==> config.mk <==
export PLATFORM = sky130hd
export DESIGN_NAME = udp_tx_top
export DESIGN_NICKNAME = d
export VERILOG_FILES = /design/src/hdl/udp_tx_pkg.sv /design/src/hdl/udp_tx_regs.sv /design/src/hdl/udp_mux.sv /design/src/hdl/udp_tx_top.sv
export VERILOG_INCLUDE_DIRS = /design/src /design/src/hdl
export SDC_FILE = /design/constraint.sdc
export NUM_CORES = 1
export LEC_CHECK = 0
export BUFFER_PORTS_ARGS = -buffer_cell sky130_fd_sc_hd__buf_2
export CORE_AREA = 2 2 201 203
export DETAILED_ROUTE_END_ITERATION = 16
export DIE_AREA = 0 0 203 205
export PLACE_DENSITY = 0.46
export SETUP_SLACK_MARGIN = 0.05
export SLEW_MARGIN = 15
export SYNTH_ARGS = -nofsm -noshare
export SYNTH_HDL_FRONTEND = slang
export SYNTH_HIERARCHICAL = 1
export SYNTH_SLANG_ARGS = --single-unit
==> constraint.sdc <==
create_clock -name clk -period 5.3 [get_ports clk]
set_input_delay 1.06 -clock clk [delete_from_list [all_inputs] [get_ports clk]]
set_output_delay 1.06 -clock clk [all_outputs]
set_load 0.03 [all_outputs]
==> src/hdl/udp_tx_cfg.svh <==
// Build constants for the UDP transmit mux
// Source count, payload width and host register map
`ifndef UDP_TX_CFG_SVH
`define UDP_TX_CFG_SVH

`define UDP_S_COUNT     2
`define UDP_SEL_W       1
`define UDP_DATA_W      8
`define UDP_KEEP_W      (`UDP_DATA_W / 8)    // One keep bit per byte

`define UDP_REG_AW      2
`define UDP_REG_DW      16
`define UDP_REG_CTRL    0                    // Enable in bit 0 and select in bit 1
`define UDP_REG_FRAMES  1                    // Read only

`endif

==> src/hdl/udp_tx_pkg.sv <==
// Header field types for the UDP transmit path
`include "udp_tx_cfg.svh"

package udp_tx_pkg;

    // IP fields carried with each UDP header
    typedef logic [31:0] ip_addr_t;
    typedef logic [5:0]  ip_dscp_t;
    typedef logic [1:0]  ip_ecn_t;
    typedef logic [7:0]  ip_ttl_t;

    // UDP fields
    typedef logic [15:0] udp_port_t;
    typedef logic [15:0] udp_len_t;             // Length and checksum

    // Index of a transmit source
    typedef logic [`UDP_SEL_W-1:0] src_sel_t;

endpackage

==> src/hdl/udp_tx_regs.sv <==
// Host register block for the UDP transmit mux
// Control word with enable and select, plus the forwarded-frame counter
`timescale 1ns/1ns
`default_nettype none
`include "udp_tx_cfg.svh"

module udp_tx_regs
    import udp_tx_pkg::*;
(
    input  var logic                     clk,
    input  var logic                     arst_n,

    input  var logic                     wr_en,
    input  var logic [`UDP_REG_AW-1:0]   wr_addr,
    input  var logic [`UDP_REG_DW-1:0]   wr_data,
    input  var logic                     rd_en,
    input  var logic [`UDP_REG_AW-1:0]   rd_addr,
    input  var logic                     frame_done,

    output var logic [`UDP_REG_DW-1:0]   rd_data,
    output var logic                     rd_valid,
    output var logic                     enable,
    output var src_sel_t                 select
);

    localparam logic [`UDP_REG_AW-1:0] ADDR_CTRL   = `UDP_REG_CTRL;
    localparam logic [`UDP_REG_AW-1:0] ADDR_FRAMES = `UDP_REG_FRAMES;

    logic [`UDP_REG_DW-1:0] frame_cnt;
    logic [`UDP_REG_DW-1:0] ctrl_word;

    always_comb begin
        ctrl_word                  = '0;
        ctrl_word[0]               = enable;
        ctrl_word[1 +: `UDP_SEL_W] = select;
    end

    // Control register
    always_ff @(posedge clk or negedge arst_n) begin
        if (!arst_n) begin
            enable <= 1'b0;
            select <= '0;
        end else if (wr_en && wr_addr == ADDR_CTRL) begin
            enable <= wr_data[0];
            select <= wr_data[1 +: `UDP_SEL_W];
        end
    end

    always_ff @(posedge clk or negedge arst_n) begin
        if (!arst_n) begin
            frame_cnt <= '0;
        end else if (frame_done) begin
            frame_cnt <= frame_cnt + 1'b1;          // Wraps at full width
        end
    end

    always_ff @(posedge clk or negedge arst_n) begin
        if (!arst_n) begin
            rd_valid <= 1'b0;
        end else begin
            rd_valid <= rd_en;
        end
    end

    always_ff @(posedge clk) begin
        if (rd_en) begin
            case (rd_addr)
                ADDR_CTRL:   rd_data <= ctrl_word;
                ADDR_FRAMES: rd_data <= frame_cnt;
                default:     rd_data <= '0;     // Unmapped addresses
            endcase
        end
    end

    // Read response comes back exactly one cycle after the strobe
    rd_valid_follows_rd_en: assert property (
        @(posedge clk) disable iff (!arst_n)
        1'b1 |=> rd_valid == $past(rd_en)
    );

endmodule

`default_nettype wire

==> src/hdl/udp_mux.sv <==
// UDP header and payload multiplexer
// Source is locked from header acceptance until its tlast beat
`timescale 1ns/1ns
`default_nettype none
`include "udp_tx_cfg.svh"

module udp_mux
    import udp_tx_pkg::*;
(
    input  var logic                                       clk,
    input  var logic                                       arst_n,
    input  var logic                                       enable,
    input  var src_sel_t                                   select,

    input  var logic      [`UDP_S_COUNT-1:0]               s_hdr_valid,
    output var logic      [`UDP_S_COUNT-1:0]               s_hdr_ready,
    input  var ip_dscp_t  [`UDP_S_COUNT-1:0]               s_ip_dscp,
    input  var ip_ecn_t   [`UDP_S_COUNT-1:0]               s_ip_ecn,
    input  var ip_ttl_t   [`UDP_S_COUNT-1:0]               s_ip_ttl,
    input  var ip_addr_t  [`UDP_S_COUNT-1:0]               s_ip_source_ip,
    input  var ip_addr_t  [`UDP_S_COUNT-1:0]               s_ip_dest_ip,
    input  var udp_port_t [`UDP_S_COUNT-1:0]               s_source_port,
    input  var udp_port_t [`UDP_S_COUNT-1:0]               s_dest_port,
    input  var udp_len_t  [`UDP_S_COUNT-1:0]               s_length,
    input  var udp_len_t  [`UDP_S_COUNT-1:0]               s_checksum,

    input  var logic [`UDP_S_COUNT-1:0][`UDP_DATA_W-1:0]   s_tdata,
    input  var logic [`UDP_S_COUNT-1:0][`UDP_KEEP_W-1:0]   s_tkeep,
    input  var logic [`UDP_S_COUNT-1:0]                    s_tvalid,
    output var logic [`UDP_S_COUNT-1:0]                    s_tready,
    input  var logic [`UDP_S_COUNT-1:0]                    s_tlast,

    output var logic                                       m_hdr_valid,
    input  var logic                                       m_hdr_ready,
    output var ip_dscp_t                                   m_ip_dscp,
    output var ip_ecn_t                                    m_ip_ecn,
    output var ip_ttl_t                                    m_ip_ttl,
    output var ip_addr_t                                   m_ip_source_ip,
    output var ip_addr_t                                   m_ip_dest_ip,
    output var udp_port_t                                  m_source_port,
    output var udp_port_t                                  m_dest_port,
    output var udp_len_t                                   m_length,
    output var udp_len_t                                   m_checksum,

    output var logic [`UDP_DATA_W-1:0]                     m_tdata,
    output var logic [`UDP_KEEP_W-1:0]                     m_tkeep,
    output var logic                                       m_tvalid,
    input  var logic                                       m_tready,
    output var logic                                       m_tlast,

    output var logic                                       frame_done
);

    logic     locked;           // Frame in progress
    src_sel_t lock_sel;
    logic     hdr_take;
    logic     hdr_load;
    logic     pay_room;
    logic     pay_load;
    logic     pay_end;

    // Header accepted only between frames and with room in the output stage
    assign hdr_take = !locked && enable && (!m_hdr_valid || m_hdr_ready);
    assign pay_room = !m_tvalid || m_tready;

    for (genvar i = 0; i < `UDP_S_COUNT; i++) begin : g_src
        assign s_hdr_ready[i] = hdr_take && (select == src_sel_t'(i));
        assign s_tready[i]    = locked && (lock_sel == src_sel_t'(i)) && pay_room;
    end

    assign hdr_load = s_hdr_valid[select] && s_hdr_ready[select];
    assign pay_load = s_tvalid[lock_sel] && s_tready[lock_sel];
    assign pay_end  = pay_load && s_tlast[lock_sel];

    always_ff @(posedge clk or negedge arst_n) begin
        if (!arst_n) begin
            locked   <= 1'b0;
            lock_sel <= '0;
        end else if (hdr_load) begin
            locked   <= 1'b1;
            lock_sel <= select;
        end else if (pay_end) begin
            locked   <= 1'b0;       // Select is looked at again next cycle
        end
    end

    // Output header stage
    always_ff @(posedge clk or negedge arst_n) begin
        if (!arst_n) begin
            m_hdr_valid <= 1'b0;
        end else if (hdr_load) begin
            m_hdr_valid <= 1'b1;
        end else if (m_hdr_ready) begin
            m_hdr_valid <= 1'b0;
        end
    end

    always_ff @(posedge clk) begin
        if (hdr_load) begin
            m_ip_dscp      <= s_ip_dscp[select];
            m_ip_ecn       <= s_ip_ecn[select];
            m_ip_ttl       <= s_ip_ttl[select];
            m_ip_source_ip <= s_ip_source_ip[select];
            m_ip_dest_ip   <= s_ip_dest_ip[select];
            m_source_port  <= s_source_port[select];
            m_dest_port    <= s_dest_port[select];
            m_length       <= s_length[select];
            m_checksum     <= s_checksum[select];
        end
    end

    // Payload output register
    always_ff @(posedge clk or negedge arst_n) begin
        if (!arst_n) begin
            m_tvalid <= 1'b0;
        end else if (pay_load) begin
            m_tvalid <= 1'b1;
        end else if (m_tready) begin
            m_tvalid <= 1'b0;
        end
    end

    always_ff @(posedge clk) begin
        if (pay_load) begin
            m_tdata <= s_tdata[lock_sel];
            m_tkeep <= s_tkeep[lock_sel];
            m_tlast <= s_tlast[lock_sel];
        end
    end

    assign frame_done = m_tvalid && m_tready && m_tlast;

    // Stalled beat holds until the sink takes it
    m_payload_stable: assert property (
        @(posedge clk) disable iff (!arst_n)
        m_tvalid && !m_tready |=> m_tvalid && $stable({m_tdata, m_tkeep, m_tlast})
    );

    // No source drains payload between frames
    no_tready_when_idle: assert property (
        @(posedge clk) disable iff (!arst_n)
        !locked |-> s_tready == '0
    );

endmodule

`default_nettype wire

==> src/hdl/udp_tx_top.sv <==
// Top level of the UDP transmit mux
// Host register block driving the frame-locked multiplexer
`timescale 1ns/1ns
`default_nettype none
`include "udp_tx_cfg.svh"

module udp_tx_top
    import udp_tx_pkg::*;
(
    input  var logic                                       clk,
    input  var logic                                       arst_n,

    input  var logic      [`UDP_S_COUNT-1:0]               s_hdr_valid,
    output var logic      [`UDP_S_COUNT-1:0]               s_hdr_ready,
    input  var ip_dscp_t  [`UDP_S_COUNT-1:0]               s_ip_dscp,
    input  var ip_ecn_t   [`UDP_S_COUNT-1:0]               s_ip_ecn,
    input  var ip_ttl_t   [`UDP_S_COUNT-1:0]               s_ip_ttl,
    input  var ip_addr_t  [`UDP_S_COUNT-1:0]               s_ip_source_ip,
    input  var ip_addr_t  [`UDP_S_COUNT-1:0]               s_ip_dest_ip,
    input  var udp_port_t [`UDP_S_COUNT-1:0]               s_source_port,
    input  var udp_port_t [`UDP_S_COUNT-1:0]               s_dest_port,
    input  var udp_len_t  [`UDP_S_COUNT-1:0]               s_length,
    input  var udp_len_t  [`UDP_S_COUNT-1:0]               s_checksum,

    input  var logic [`UDP_S_COUNT-1:0][`UDP_DATA_W-1:0]   s_tdata,
    input  var logic [`UDP_S_COUNT-1:0][`UDP_KEEP_W-1:0]   s_tkeep,
    input  var logic [`UDP_S_COUNT-1:0]                    s_tvalid,
    output var logic [`UDP_S_COUNT-1:0]                    s_tready,
    input  var logic [`UDP_S_COUNT-1:0]                    s_tlast,

    output var logic                                       m_hdr_valid,
    input  var logic                                       m_hdr_ready,
    output var ip_dscp_t                                   m_ip_dscp,
    output var ip_ecn_t                                    m_ip_ecn,
    output var ip_ttl_t                                    m_ip_ttl,
    output var ip_addr_t                                   m_ip_source_ip,
    output var ip_addr_t                                   m_ip_dest_ip,
    output var udp_port_t                                  m_source_port,
    output var udp_port_t                                  m_dest_port,
    output var udp_len_t                                   m_length,
    output var udp_len_t                                   m_checksum,

    output var logic [`UDP_DATA_W-1:0]                     m_tdata,
    output var logic [`UDP_KEEP_W-1:0]                     m_tkeep,
    output var logic                                       m_tvalid,
    input  var logic                                       m_tready,
    output var logic                                       m_tlast,

    input  var logic                                       wr_en,
    input  var logic [`UDP_REG_AW-1:0]                     wr_addr,
    input  var logic [`UDP_REG_DW-1:0]                     wr_data,
    input  var logic                                       rd_en,
    input  var logic [`UDP_REG_AW-1:0]                     rd_addr,
    output var logic [`UDP_REG_DW-1:0]                     rd_data,
    output var logic                                       rd_valid
);

    logic     enable;
    src_sel_t select;
    logic     frame_done;       // One pulse per forwarded frame

    udp_tx_regs i_udp_tx_regs (
        .clk        (clk),
        .arst_n     (arst_n),
        .wr_en      (wr_en),
        .wr_addr    (wr_addr),
        .wr_data    (wr_data),
        .rd_en      (rd_en),
        .rd_addr    (rd_addr),
        .frame_done (frame_done),
        .rd_data    (rd_data),
        .rd_valid   (rd_valid),
        .enable     (enable),
        .select     (select)
    );

    udp_mux i_udp_mux (
        .clk            (clk),
        .arst_n         (arst_n),
        .enable         (enable),
        .select         (select),

        .s_hdr_valid    (s_hdr_valid),
        .s_hdr_ready    (s_hdr_ready),
        .s_ip_dscp      (s_ip_dscp),
        .s_ip_ecn       (s_ip_ecn),
        .s_ip_ttl       (s_ip_ttl),
        .s_ip_source_ip (s_ip_source_ip),
        .s_ip_dest_ip   (s_ip_dest_ip),
        .s_source_port  (s_source_port),
        .s_dest_port    (s_dest_port),
        .s_length       (s_length),
        .s_checksum     (s_checksum),

        .s_tdata        (s_tdata),
        .s_tkeep        (s_tkeep),
        .s_tvalid       (s_tvalid),
        .s_tready       (s_tready),
        .s_tlast        (s_tlast),

        .m_hdr_valid    (m_hdr_valid),
        .m_hdr_ready    (m_hdr_ready),
        .m_ip_dscp      (m_ip_dscp),
        .m_ip_ecn       (m_ip_ecn),
        .m_ip_ttl       (m_ip_ttl),
        .m_ip_source_ip (m_ip_source_ip),
        .m_ip_dest_ip   (m_ip_dest_ip),
        .m_source_port  (m_source_port),
        .m_dest_port    (m_dest_port),
        .m_length       (m_length),
        .m_checksum     (m_checksum),

        .m_tdata        (m_tdata),
        .m_tkeep        (m_tkeep),
        .m_tvalid       (m_tvalid),
        .m_tready       (m_tready),
        .m_tlast        (m_tlast),

        .frame_done     (frame_done)
    );

endmodule

`default_nettype wire

==> out/metrics.yaml <==
clk_path_buf_depth: 2
grt_overflow_total: 0
grt_pass1_vias: 5685
p_leak_nw: 5.03
async_flop_share_pct: 11.9
cts_tree: "built"
netlist_area_um2: 8210
io_pins: 515
finalMaxSlewViolations: 0
worst_slew_pin_slew_ps: 905
cts_sinks: 193
cts_setup_buffers: 0
crit_path_start: "m_hdr_ready"
io_buffers: 500
synthCells: 455
r2r_start: "i_udp_tx_regs/select"
num_rows: 73
fin_nets: 1299
fin_skew_ps: 8.34
final_cells: 1498
synth_seq_area_share_pct: 69.2
run_status: "complete, no violations"
cts-htree-levels: 4
path_max_fanout: 6
yosysWarnings: 6
hp-class: "flop to flop"
ys_types: 28
drt-pass1-iter-count: 4
critPathArrivalTime_ps: 1750
cts_resized: 0
wl_um: 24900
track_usage_pct: 11.3
insertion_delay_ps: 440
p_per_area_nw_per_um2: 377
slew_headroom_pct: 39.5
grt_pass1_wl_um: 34600
die_area_um2: 41600
synth-seq-cells: 193
hold_violations: 0
placed_cell_area_um2: 11200
synth_edf_count: 170
r2r_slack_ps: 2770
crit_path_end: "s_hdr_ready[1]"
end_kind: "output port"
synth_flop_cell: "edfxtp_1"
layout-drive-gt1-share_pct: 71.4
whs_path_depth: 1
via_per_inst: 3.85
cts_buffers: 17
hpwl_um: 19100
die_y_um: 205
rsz0062_at_grt: "no"
place_inst: 1466
cts-root-buf: "clkbuf_16"
syn_to_final_growth_pct: 43.7
ir_worst_vdd_uv: 224
path_clk_slew_ps: 70
syn_area_per_cell_um2: 18.0
initial_core_util_pct: 20.8
max_freq_mhz: 356
setup_violations: 0
die_x_um: 203
ant_nets: 0
finalCriticalPeriod_ps: 2810
num_vias: 5765
drtIter0Drc: 245
crit_required_ps: 4240
syn-num-nets: 794
hold_buffers: 0
place_congestion: 0.786
grt_max_degree: 69
cap_violations: 0
crit_type: "input pin to output port"
finalPower_mw: 4.45
fin_crit_sh_pct: 53.1
worstReg2RegEnd: "i_udp_mux/m_ip_source_ip[5]"
drc: 0
fin_setup_tns_ps: 0
final_cell_area_um2: 11800
core_area_um2: 39400
worstRegToRegCells: 4
antenna_found_initial: 0
antenna_cells: 0
wl_per_cell_um: 16.6
crit_path_start_kind: "input pin"
==> flip-flops by register name, indices dropped and copies added (netlist names), 8 cells and up <==
| name | count |
|---|---|
| i_udp_mux/m_ip_dest_ip | 32 |
| i_udp_mux/m_ip_source_ip | 32 |
| i_udp_mux/m_checksum | 16 |
| i_udp_mux/m_dest_port | 16 |
| i_udp_mux/m_length | 16 |
| i_udp_mux/m_source_port | 16 |
| i_udp_tx_regs/frame_cnt | 16 |
| i_udp_tx_regs/rd_data | 16 |
| i_udp_mux/m_ip_ttl | 8 |
| i_udp_mux/m_tdata | 8 |
==> layer usage <==
metal,GRT usage [%],up-vias,share of wire [%]
li1,-,2744,-
met1,13.0,2731,40
met2,19.2,271,50
met3,4.36,19,8.4
met4,4.09,0,1.9
met5,0,-,0
==> worst min path at each step <==
| stage | endpoint | slack (ps) | start |
|---|---|---|---|
| after floorplan | i_udp_tx_regs/frame_cnt[15] | 430 | i_udp_tx_regs/frame_cnt[15] |
| after global placement | i_udp_tx_regs/frame_cnt[15] | 450 | i_udp_tx_regs/frame_cnt[15] |
| after detailed placement | i_udp_tx_regs/frame_cnt[15] | 460 | i_udp_tx_regs/frame_cnt[15] |
| after CTS | i_udp_tx_regs/frame_cnt[15] | 470 | i_udp_tx_regs/frame_cnt[15] |
| after global routing | i_udp_tx_regs/frame_cnt[15] | 500 | i_udp_tx_regs/frame_cnt[15] |
| final | i_udp_tx_regs/frame_cnt[15] | 460 | i_udp_tx_regs/frame_cnt[15] |
==> kinds of logic (layout without fill, tap and decap cells) <==
family | Yosys count | after routing | share of synthesized area, %
compound gates | 5 | 5 | 0.397
xor+xnor | 15 | 15 | 1.60
fa+ha+maj | 1 | 1 | 0.152
buf+inv | 22 | 540 | 2.41
flops | 193 | 193 | 69.2
mux | 161 | 161 | 22.0
simple gates | 58 | 58 | 4.16
==> cell type report <==
class | count | area [um2]
clock buffer | 24 | 504
clock inverter | 8 | 52.6
timing repair buffer | 504 | 2540
sequential | 193 | 5680
multi-input combinational | 240 | 2330
inverter | 4 | 20.0
fill | 4049 | 27600
tap | 525 | 657
==> where the power goes <==
part	internal [mW]	total [mW]	switching (mW)
registers	1.93	2.03	0.103
clock network	0.672	1.26	0.586
logic	0.437	1.15	0.717
==> through the flow <==
step / hold WS, ps / setup slack, ps / util [%]
6_report: 463 / 2490 / 29.9
4_1_cts: 466 / 2490 / 29.9
3_5_place_dp: 456 / 2340 / 28.5
2_1_floorplan: 434 / 653 / -
5_1_grt: 502 / 2420 / 29.9
3_3_place_gp: 454 / 2350 / 28.5
==> worst max-delay path, stage by stage <==
cell	delay, ps
buf_2	90
nand2b_1	220
and3_1	210
buf_2	170
==> cell usage in the layout (no fill, tap or decap), drive strengths merged, types with 2 or more instances in the layout <==
master    n
o21ai     2
and2     14
inv       7
edfxtp  170
nand3     6
nor4      5
xor2     11
clkinv    5
nand2     8
xnor2     4
dfrtp    23
mux2i     3
and3      2
nor3      3
nor2b     3
mux2    158
clkbuf   24
nor2      9
nand4     5
buf     504
nand2b    2
==> synth_stat cells (2+ instances only) <==
cell type	instances	area [um2]
dfrtp_1	23	576
nor2_1	9	33.8
and2_1	13	81.3
inv_1	4	15.0
nand4_4	2	42.5
nor2b_1	3	18.8
buf_2	2	10.0
edfxtp_1	170	5100
buf_6	15	169
nand3_1	6	30.0
nor4_1	5	31.3
nand4_1	3	18.8
xor2_1	11	96.3
nand2b_1	2	12.5
o21ai_0	2	10.0
nand2_1	8	30.0
mux2_2	158	1780
nor3_1	3	15.0
mux2i_1	3	30.0
xnor2_1	4	35.0
and3_1	2	12.5
Note: power is estimated with default switching activity, not from simulation.
